File: src/hdl/arm_decode_pkg.sv
package arm_decode_pkg;

// ==========================================================
// Register numbering.
// ==========================================================

localparam int unsigned REG_IDX_W = 5;

localparam logic [REG_IDX_W-1:0] ARCH_LR      = 5'd14;
localparam logic [REG_IDX_W-1:0] ARCH_PC      = 5'd15;

// Reads as zero, writes are discarded.
localparam logic [REG_IDX_W-1:0] RAZ_REGISTER = 5'd16;

// Operand flag values.
localparam logic INDEX_EN = 1'b1;
localparam logic IMMED_EN = 1'b0;

// ==========================================================
// Encodings.
// ==========================================================

typedef enum logic [3:0] {
        EQ, NE, CS, CC, MI, PL, VS, VC,
        HI, LS, GE, LT, GT, LE, AL, NV
} cond_t;

// Data-processing opcodes in encoded order.
typedef enum logic [3:0] {
        AND, EOR, SUB, RSB, ADD, ADC, SBC, RSC,
        TST, TEQ, CMP, CMN, ORR, MOV, BIC, MVN
} alu_op_t;

typedef enum logic [2:0] {
        LSL   = 3'd0,
        LSR   = 3'd1,
        ASR   = 3'd2,
        ROR   = 3'd3,
        RORI  = 3'd4,
        RRC   = 3'd5,
        ROR_1 = 3'd6
} shift_op_t;

// ==========================================================
// Decoded fields.
// ==========================================================

typedef struct packed {
        logic        is_index;
        logic [31:0] value;
} operand_t;

typedef struct packed {
        operand_t  source;
        operand_t  length;
        shift_op_t op;
} shift_field_t;

typedef struct packed {
        cond_t                 cond;
        alu_op_t               op;
        operand_t              source;
        logic [REG_IDX_W-1:0]  dest;
        logic                  flag_update;
} alu_field_t;

typedef struct packed {
        logic                  load;
        logic                  store;
        logic                  pre_index;
        logic                  byte_en;
        logic                  translate;
        logic [REG_IDX_W-1:0]  srcdest;
} mem_field_t;

typedef struct packed {
        alu_field_t   alu;
        shift_field_t shift;
        mem_field_t   mem;
        logic         und;
} decode_out_t;

// Idle output, a never-executing NOP.
localparam decode_out_t DECODE_DEFAULT = '{
        alu:   '{cond: NV, op: AND, source: '{IMMED_EN, 32'd0},
                 dest: RAZ_REGISTER, flag_update: 1'b0},
        shift: '{source: '{IMMED_EN, 32'd0}, length: '{IMMED_EN, 32'd0}, op: LSL},
        mem:   '{load: 1'b0, store: 1'b0, pre_index: 1'b0, byte_en: 1'b0,
                 translate: 1'b0, srcdest: RAZ_REGISTER},
        und:   1'b0
};

endpackage

File: src/hdl/shifter_operand_decoder.sv
`timescale 1ns/1ps

module shifter_operand_decoder (
        input  logic [31:0]                  i_instruction,
        output arm_decode_pkg::shift_field_t o_dp_shift,
        output arm_decode_pkg::shift_field_t o_ls_shift
);

// ==========================================================
// Operand forms.
// ==========================================================

// Rotated 8-bit immediate. No rotation becomes LSL #0.
function automatic arm_decode_pkg::shift_field_t rot_imm(input logic [11:0] field);
        arm_decode_pkg::shift_field_t s;
        s.source = '{arm_decode_pkg::IMMED_EN, {24'd0, field[7:0]}};
        s.length = '{arm_decode_pkg::IMMED_EN, {27'd0, field[11:8], 1'b0}};
        s.op     = arm_decode_pkg::RORI;
        if (field[11:8] == 4'd0)
        begin
                s.op = arm_decode_pkg::LSL;
        end
        return s;
endfunction

// Rm shifted by a 5-bit amount held in the instruction.
function automatic arm_decode_pkg::shift_field_t iss(input logic [11:0] field);
        arm_decode_pkg::shift_field_t s;
        s.source = '{arm_decode_pkg::INDEX_EN, {28'd0, field[3:0]}};
        s.length = '{arm_decode_pkg::IMMED_EN, {27'd0, field[11:7]}};
        s.op     = arm_decode_pkg::shift_op_t'({1'b0, field[6:5]});

        // Zero amounts carry special meanings.
        case (field[6:5])
        2'b01, 2'b10:
        begin
                if (field[11:7] == 5'd0)
                begin
                        s.length.value = 32'd32;
                end
        end
        2'b11:
        begin
                // ROR #0 is rotate through carry.
                if (field[11:7] == 5'd0)
                begin
                        s.op = arm_decode_pkg::RRC;
                end
                else
                begin
                        s.op = arm_decode_pkg::ROR_1;
                end
        end
        default:
        begin
                s.op = arm_decode_pkg::LSL;
        end
        endcase
        return s;
endfunction

// Rm shifted by the amount in Rs.
function automatic arm_decode_pkg::shift_field_t rss(input logic [11:0] field);
        arm_decode_pkg::shift_field_t s;
        s.source = '{arm_decode_pkg::INDEX_EN, {28'd0, field[3:0]}};
        s.length = '{arm_decode_pkg::INDEX_EN, {28'd0, field[11:8]}};
        s.op     = arm_decode_pkg::shift_op_t'({1'b0, field[6:5]});
        return s;
endfunction

// ==========================================================
// Form selection.
// ==========================================================

always_comb
begin
        casez ({i_instruction[25], i_instruction[4]})
        2'b1?:   o_dp_shift = rot_imm(i_instruction[11:0]);
        2'b00:   o_dp_shift = iss(i_instruction[11:0]);
        default: o_dp_shift = rss(i_instruction[11:0]);
        endcase
end

always_comb
begin
        if (i_instruction[25])
        begin
                o_ls_shift = iss(i_instruction[11:0]);
        end
        else
        begin
                // Plain 12-bit offset.
                o_ls_shift.source = '{arm_decode_pkg::IMMED_EN, {20'd0, i_instruction[11:0]}};
                o_ls_shift.length = '{arm_decode_pkg::IMMED_EN, 32'd0};
                o_ls_shift.op     = arm_decode_pkg::LSL;
        end
end

endmodule

File: src/hdl/alu_mem_field_decoder.sv
`timescale 1ns/1ps

module alu_mem_field_decoder (
        input  logic [31:0]                i_instruction,
        output arm_decode_pkg::alu_field_t o_dp_alu,
        output arm_decode_pkg::alu_field_t o_ls_alu,
        output arm_decode_pkg::mem_field_t o_ls_mem
);

logic [arm_decode_pkg::REG_IDX_W-1:0] rn;
logic [arm_decode_pkg::REG_IDX_W-1:0] rd;
logic                                 compare_op;
logic                                 base_update;

assign rn = {1'b0, i_instruction[19:16]};
assign rd = {1'b0, i_instruction[15:12]};

// TST, TEQ, CMP and CMN only set flags.
assign compare_op = (i_instruction[24:23] == 2'b10);

// Writeback, or post-index which always writes back.
assign base_update = i_instruction[21] || !i_instruction[24];

// ==========================================================
// Data processing.
// ==========================================================

always_comb
begin
        o_dp_alu.cond        = arm_decode_pkg::cond_t'(i_instruction[31:28]);
        o_dp_alu.op          = arm_decode_pkg::alu_op_t'(i_instruction[24:21]);
        o_dp_alu.source      = '{arm_decode_pkg::INDEX_EN, {27'd0, rn}};
        o_dp_alu.flag_update = i_instruction[20];
        o_dp_alu.dest        = compare_op ? arm_decode_pkg::RAZ_REGISTER : rd;
end

// ==========================================================
// Load/store.
// ==========================================================

always_comb
begin
        // Address is base plus or minus the offset.
        o_ls_alu.cond        = arm_decode_pkg::cond_t'(i_instruction[31:28]);
        o_ls_alu.op          = i_instruction[23] ? arm_decode_pkg::ADD : arm_decode_pkg::SUB;
        o_ls_alu.source      = '{arm_decode_pkg::INDEX_EN, {27'd0, rn}};
        o_ls_alu.flag_update = 1'b0;
        o_ls_alu.dest        = base_update ? rn : arm_decode_pkg::RAZ_REGISTER;
end

always_comb
begin
        o_ls_mem.load      = i_instruction[20];
        o_ls_mem.store     = !i_instruction[20];
        o_ls_mem.pre_index = i_instruction[24];
        o_ls_mem.byte_en   = i_instruction[22];
        o_ls_mem.srcdest   = rd;

        // Post-index with W set forces a user-mode access.
        o_ls_mem.translate = !i_instruction[24] && i_instruction[21];
end

endmodule

File: src/hdl/decode_select.sv
`timescale 1ns/1ps

module decode_select (
        input  logic                         i_clk,
        input  logic                         i_rst_n,
        input  logic                         i_irq,
        input  logic                         i_fiq,
        input  logic                         i_abt,
        input  logic [31:0]                  i_instruction,
        input  logic                         i_instruction_valid,
        input  arm_decode_pkg::shift_field_t i_dp_shift,
        input  arm_decode_pkg::shift_field_t i_ls_shift,
        input  arm_decode_pkg::alu_field_t   i_dp_alu,
        input  arm_decode_pkg::alu_field_t   i_ls_alu,
        input  arm_decode_pkg::mem_field_t   i_ls_mem,
        output arm_decode_pkg::decode_out_t  o_decoded
);

arm_decode_pkg::decode_out_t next_decoded;

logic exception;
logic dp_und;
logic ls_und;

assign exception = i_irq || i_fiq || i_abt;

// Multiply space, and compares without S.
assign dp_und = (!i_instruction[25] && i_instruction[7] && i_instruction[4]) ||
                (i_instruction[24:23] == 2'b10 && !i_instruction[20]);

// Register offset with bit 4 set is media space.
assign ls_und = i_instruction[25] && i_instruction[4];

// LR = PC - 4, shared by exception, undefined and SWI entry.
function automatic arm_decode_pkg::decode_out_t lr_form(input arm_decode_pkg::cond_t cond,
                                                        input logic und);
        arm_decode_pkg::decode_out_t d;
        d                   = arm_decode_pkg::DECODE_DEFAULT;
        d.alu.cond          = cond;
        d.alu.op            = arm_decode_pkg::SUB;
        d.alu.source        = '{arm_decode_pkg::INDEX_EN, {27'd0, arm_decode_pkg::ARCH_PC}};
        d.alu.dest          = arm_decode_pkg::ARCH_LR;
        d.shift.source      = '{arm_decode_pkg::IMMED_EN, 32'd4};
        d.und               = und;
        return d;
endfunction

// ==========================================================
// Classification.
// ==========================================================

always_comb
begin
        next_decoded = arm_decode_pkg::DECODE_DEFAULT;

        if (exception)
        begin
                next_decoded = lr_form(arm_decode_pkg::AL, 1'b0);
        end
        else if (i_instruction_valid)
        begin
                if (i_instruction[31:28] == 4'b1111)
                begin
                        next_decoded = lr_form(arm_decode_pkg::AL, 1'b1);
                end
                else
                begin
                        casez (i_instruction[27:24])
                        4'b00??:
                        begin
                                if (dp_und)
                                begin
                                        next_decoded = lr_form(arm_decode_pkg::AL, 1'b1);
                                end
                                else
                                begin
                                        next_decoded.alu   = i_dp_alu;
                                        next_decoded.shift = i_dp_shift;
                                end
                        end
                        4'b01??:
                        begin
                                if (ls_und)
                                begin
                                        next_decoded = lr_form(arm_decode_pkg::AL, 1'b1);
                                end
                                else
                                begin
                                        next_decoded.alu   = i_ls_alu;
                                        next_decoded.shift = i_ls_shift;
                                        next_decoded.mem   = i_ls_mem;
                                end
                        end
                        4'b101?:
                        begin
                                // PC = PC + (offset << 2), link ignored.
                                next_decoded.alu.cond =
                                        arm_decode_pkg::cond_t'(i_instruction[31:28]);
                                next_decoded.alu.op     = arm_decode_pkg::ADD;
                                next_decoded.alu.source =
                                        '{arm_decode_pkg::INDEX_EN,
                                          {27'd0, arm_decode_pkg::ARCH_PC}};
                                next_decoded.alu.dest   = arm_decode_pkg::ARCH_PC;
                                next_decoded.shift.source =
                                        '{arm_decode_pkg::IMMED_EN,
                                          {{8{i_instruction[23]}}, i_instruction[23:0]}};
                                next_decoded.shift.length = '{arm_decode_pkg::IMMED_EN, 32'd2};
                        end
                        4'b1111:
                        begin
                                next_decoded = lr_form(
                                        arm_decode_pkg::cond_t'(i_instruction[31:28]), 1'b0);
                        end
                        default:
                        begin
                                next_decoded = lr_form(arm_decode_pkg::AL, 1'b1);
                        end
                        endcase
                end
        end
end

// ==========================================================
// Output register.
// ==========================================================

always_ff @(posedge i_clk)
begin
        if (!i_rst_n)
        begin
                o_decoded <= arm_decode_pkg::DECODE_DEFAULT;
        end
        else
        begin
                o_decoded <= next_decoded;
        end
end

endmodule

File: src/hdl/arm_decode_top.sv
`timescale 1ns/1ps

module arm_decode_top (
        input  logic                        i_clk,
        input  logic                        i_rst_n,
        input  logic                        i_irq,
        input  logic                        i_fiq,
        input  logic                        i_abt,
        input  logic [31:0]                 i_instruction,
        input  logic                        i_instruction_valid,
        output arm_decode_pkg::decode_out_t o_decoded
);

arm_decode_pkg::shift_field_t dp_shift;
arm_decode_pkg::shift_field_t ls_shift;
arm_decode_pkg::alu_field_t   dp_alu;
arm_decode_pkg::alu_field_t   ls_alu;
arm_decode_pkg::mem_field_t   ls_mem;

// Both field decoders look at every instruction.
shifter_operand_decoder u_shifter_operand_decoder (
        .i_instruction (i_instruction),
        .o_dp_shift    (dp_shift),
        .o_ls_shift    (ls_shift)
);

alu_mem_field_decoder u_alu_mem_field_decoder (
        .i_instruction (i_instruction),
        .o_dp_alu      (dp_alu),
        .o_ls_alu      (ls_alu),
        .o_ls_mem      (ls_mem)
);

// Picks a form and registers it.
decode_select u_decode_select (
        .i_clk               (i_clk),
        .i_rst_n             (i_rst_n),
        .i_irq               (i_irq),
        .i_fiq               (i_fiq),
        .i_abt               (i_abt),
        .i_instruction       (i_instruction),
        .i_instruction_valid (i_instruction_valid),
        .i_dp_shift          (dp_shift),
        .i_ls_shift          (ls_shift),
        .i_dp_alu            (dp_alu),
        .i_ls_alu            (ls_alu),
        .i_ls_mem            (ls_mem),
        .o_decoded           (o_decoded)
);

endmodule

File: config.mk
export PLATFORM = sky130hd
export DESIGN_NAME = arm_decode_top
export DESIGN_NICKNAME = d
export VERILOG_FILES = /design/src/hdl/arm_decode_pkg.sv /design/src/hdl/shifter_operand_decoder.sv /design/src/hdl/alu_mem_field_decoder.sv /design/src/hdl/decode_select.sv /design/src/hdl/arm_decode_top.sv
export SDC_FILE = /design/constraint.sdc
export NUM_CORES = 1
export LEC_CHECK = 0
export BUFFER_PORTS_ARGS = -buffer_cell sky130_fd_sc_hd__buf_2
export CAP_MARGIN = 20
export CORE_UTILIZATION = 32
export DETAILED_ROUTE_END_ITERATION = 12
export GPL_TIMING_DRIVEN = 0
export PLACE_DENSITY_LB_ADDON = 0.25
export RECOVER_POWER = 50
export SLEW_MARGIN = 20
export SYNTH_ARGS = -nofsm -noshare
export SYNTH_HDL_FRONTEND = slang
export SYNTH_SLANG_ARGS = --single-unit
File: constraint.sdc
create_clock -name i_clk -period 2.1 [get_ports i_clk]
set_input_delay 0.42 -clock i_clk [delete_from_list [all_inputs] [get_ports i_clk]]
set_output_delay 0.42 -clock i_clk [all_outputs]
set_load 0.05 [all_outputs]
* Word level (Yosys, flattened, before mapping)
Cells that the tools add are included. Widths: inputs -> output; s select.
Word-level totals: flip-flop bits (word level) 127, input port bits 38, output and inout port bits 127
Cells by class: equality and inequality tests 8, multiplexer cells 21, bitwise operators 2, reduce and logical (&&, ||, !) cells 20
Operators with widths (number):
- $mux 124 | 3
- $pmux 66 s3 | 1
- $pmux 46 s4 | 1
- $pmux 69 s2 | 1
- $mux 126 | 1
- $mux 116 | 1
- $mux 69 | 1
- $pmux 14 s3 | 1
- $mux 6 | 2
- $mux 5 | 2
- $eq 4x4->1 const B | 2
- $eq 2x2->1 const B | 3
- $mux 3 | 2
- $pmux 3 s2 | 1
- $logic_and 1x1->1 | 5
- $logic_not 5->1 | 1
- $eq 2x1->1 const B | 2
- $logic_not 2->1 | 2
- $logic_not 4->1 | 1
- $logic_or 1x1->1 | 4
- $reduce_or 2->1 | 2
- $reduce_or 4->1 | 1
- $eq 3x3->1 const B | 1
- $logic_not 1->1 | 3
- 5 further kinds | 7

* Longest topological paths before layout
depth after elaboration 9, gate-level depth with buffers 8

* Cells and area by module
A second synthesis with hierarchy kept.
Unflattened totals: cell total of the unflattened synthesis 738, area, all modules 6547.5 µm²
Modules (own cells, without submodules):
- decode_select | instances 1, cells an instance 474, area each 4645.7 µm², seq. area each 2542.4 µm²
- shifter_operand_decoder | instances 1, cells an instance 155, area each 1117.3 µm², seq. area each 0.0 µm²
- alu_mem_field_decoder | instances 1, cells an instance 109, area each 784.5 µm², seq. area each 0.0 µm²

* Worst setup path after synthesis
No wires, ideal clock.
path type input -> register, from input port i_fiq, to register u_decode_select.o_decoded[124] (netlist name), library setup time 0.127 ns, data arrival time 1.694 ns, path slack 0.279 ns, cell stages on the path 5, buffers on the path 1, cells stage by stage or3_1 -> clkbuf_1 -> nor3b_2 -> nand2_2 -> or3_1
Between the ends: cells in the longest elaborated chain, start to end 3
RTL lines:
- from (decl) | line arm_decode_top.sv:7 | input logic i_fiq,
- $logic_or 1x1->1 (2 in series) | line decode_select.sv:25 | assign exception = i_irq || i_fiq || i_abt;
- $reduce_or 4->1 (no source line)
Every way passes these cells. A chain may end at the register's enable or synchronous reset.

* Worst setup path after layout
from input port i_fiq, to register u_decode_select.o_decoded[125] (netlist name)
Between the ends: cells in the longest elaborated chain, start to end 3
RTL lines (line):
- $logic_or 1x1->1 (2 in series) | decode_select.sv:25
- $reduce_or 4->1 (no source line)
Every way passes these cells.

==> flow_metrics.tcl <==
set metrics [dict create \
    reg_top3 "u_decode_select.o_decoded: 65 flops" \
    postCtsSetupRepairBufs 0 \
    place_congestion 0.839 \
    yosysWarnings 0 \
    rsz0062_at_grt "false" \
    placed_cell_area_sq_mm 0.00363 \
    dr.first_iter.drc_count 68 \
    relSlewSlack 0.439 \
    synth_area_sq_mm 0.00275 \
    synth.ff_latch_count 65 \
    hold_buffers 0 \
    largest-register "u_decode_select.o_decoded" \
    synthCells 296 \
    worst_slew_pin_slew_ns 0.835 \
    vias 2437 \
    port_buffers 109 \
    worst_setup_path_end_kind "register" \
    antenna-diode-count 0 \
    cp-start-kind "input pin" \
    fillers 879 \
    final_cells 579 \
    synth_edf_count 0 \
    finalMaxSlewViolations 0 \
    cts_num_sinks 65 \
    grt_overflow 0 \
    die_h_um 94.7 \
    drc 0 \
    antenna_found_initial 0 \
    syn_area_per_cell_sq_um 9.30 \
    detail-route-antenna-nets 0 \
    arrival_ns 2.09 \
    die_x_um 94.7 \
    synth.distinct_cells 43 \
    nNetsFinal 508 \
    ys.flop_type "dfxtp_1" \
    wire_per_inst_um 12.0 \
    cts_buffers 9 \
    via_per_inst 4.21 \
    p_total_uw 2960 \
    design_area_sq_mm 0.00376 \
    cap_violations 0 \
    period_share 0.889 \
    area_growth_pct 36.5 \
    num_io_pins 165 \
    dp.cells 563 \
    seq_area_frac_synth 0.473 \
    hold_path.class "input pin to register" \
    die_area_sq_mm 0.00898 \
    powerDensity_mw_per_mm2 788 \
    hpwlAfterDp_mm 5.52 \
    drive_gt1_frac 0.270 \
    fin_crit_ns 1.87 \
    core_sq_mm 0.00826 \
    async_flop_share 0 \
    holdPathStages 2 \
    wirelength_mm 6.93 \
    p_leak_uw 0.00184 \
    initial_core_util 0.333 \
    grt_max_degree 12 \
    clk_pin_slew_ns 0.07 \
    layout_common_cells "74 x clkbuf_1, 65 x dfxtp_1, 62 x buf_4, 54 x conb_1, 44 x buf_2" \
    cts_max_path_buffers 2 \
    root_buffer "clkbuf_8" \
    finalSetupViolCount 0 \
    rows 33 \
    grt_usage 0.155 \
    cts_tree "done" \
    cts_resized 0 \
    largest_register_ffs 65 \
    clock.fmax_ghz 0.536 \
    grt_pass1_wl_mm 10.5 \
    firstDrtPassIters 4 \
    critPathKind "input pin to register" \
    first_global_vias 2205 \
    max-vdd-ir-drop_v 0.000339 \
    final_common_cell "clkbuf_1" \
    h-tree-depth 3 \
    hold_violations 0 \
    path_max_fanout 7 \
    status "finished, final reports clean" \
    hp-start "i_instruction[3]" \
    critical_path_required_ns 2.32 \
    cp-startpoint "i_fiq" \
]
[critical path, cell delays in order]
cell      delay [ns]
buf_2           0.09
or3_1           0.35
clkbuf_1        0.18
nor3b_2         0.45
nand2_2         0.22
or3_1           0.38
[logic make-up (layout without fill, tap and decap cells)]
family,Yosys count,count (layout),synth area share
buf+inv,76,201,0.194
simple gates,111,111,0.230
compound gates,42,42,0.0977
fa+ha+maj,1,1,0.00454
flops,65,65,0.473
other cells,1,54,0.00136
[power by group]
part	switching, uW	leakage (uW)	internal, uW
Clock	459	0.0000995	667
Combinational	422	0.00121	149
Sequential	6.89	0.000528	1260
[stage by stage]
step	hold WS, ns	TNS (ns)	worst slack [ns]	util
6_report	0.273	0	0.233	0.455
5_1_grt	0.268	0	0.0671	0.455
4_1_cts	0.258	0	0.234	0.465
3_5_place_dp	0.625	-1.87	-0.133	0.439
3_3_place_gp	0.624	-1.45	-0.107	0.439
2_1_floorplan	0.492	0	0.279	-
[synthesized netlist by cell type, types with 2 or more instances]
cell type | n | share of area
buf_4 | 62 | 0.17
a21oi_1 | 16 | 0.029
and2_1 | 15 | 0.034
or2b_1 | 2 | 0.0055
o21ai_1 | 8 | 0.015
nor2b_1 | 2 | 0.0045
nand3b_1 | 2 | 0.0055
a22oi_1 | 3 | 0.0082
dfxtp_1 | 65 | 0.47
o21a_1 | 3 | 0.0082
nor3b_1 | 3 | 0.0082
nor3_1 | 8 | 0.015
or4_1 | 2 | 0.0055
clkbuf_1 | 7 | 0.0095
and3_1 | 24 | 0.055
nand2b_1 | 3 | 0.0068
nor2_1 | 19 | 0.026
inv_1 | 4 | 0.0055
nand3_1 | 6 | 0.011
nand2_1 | 12 | 0.016
buf_6 | 2 | 0.0082
o32ai_1 | 2 | 0.0064
or3_1 | 5 | 0.011
a32o_1 | 2 | 0.0073
[metal layers]
metal  wire, um  part of all wire  global-route usage
met5          0                 0                   0
met4        175             0.025              0.0833
met3        719              0.10              0.0491
met2       3110              0.45               0.253
met1       2930              0.42               0.181
[area by class of cell]
| class | count | area, sq um | area share |
|---|---|---|---|
| tap | 105 | 131 | 0.0350 |
| sequential | 65 | 1300 | 0.346 |
| multi-input combinational | 208 | 1110 | 0.297 |
| clock inverter | 5 | 80.1 | 0.0213 |
| clock buffer | 11 | 131 | 0.0350 |
| inverter | 5 | 18.8 | 0.00500 |
| timing repair buffer | 109 | 464 | 0.124 |
| buffer | 71 | 514 | 0.137 |
[final timing paths]
path	endpoint	slack (ns)
setup / recovery	u_decode_select.o_decoded[125]$_SDFF_PP1_	0.23
hold / removal	u_decode_select.o_decoded[50]$_SDFF_PP0_	0.27
Power figures use the tool's default switching activity.
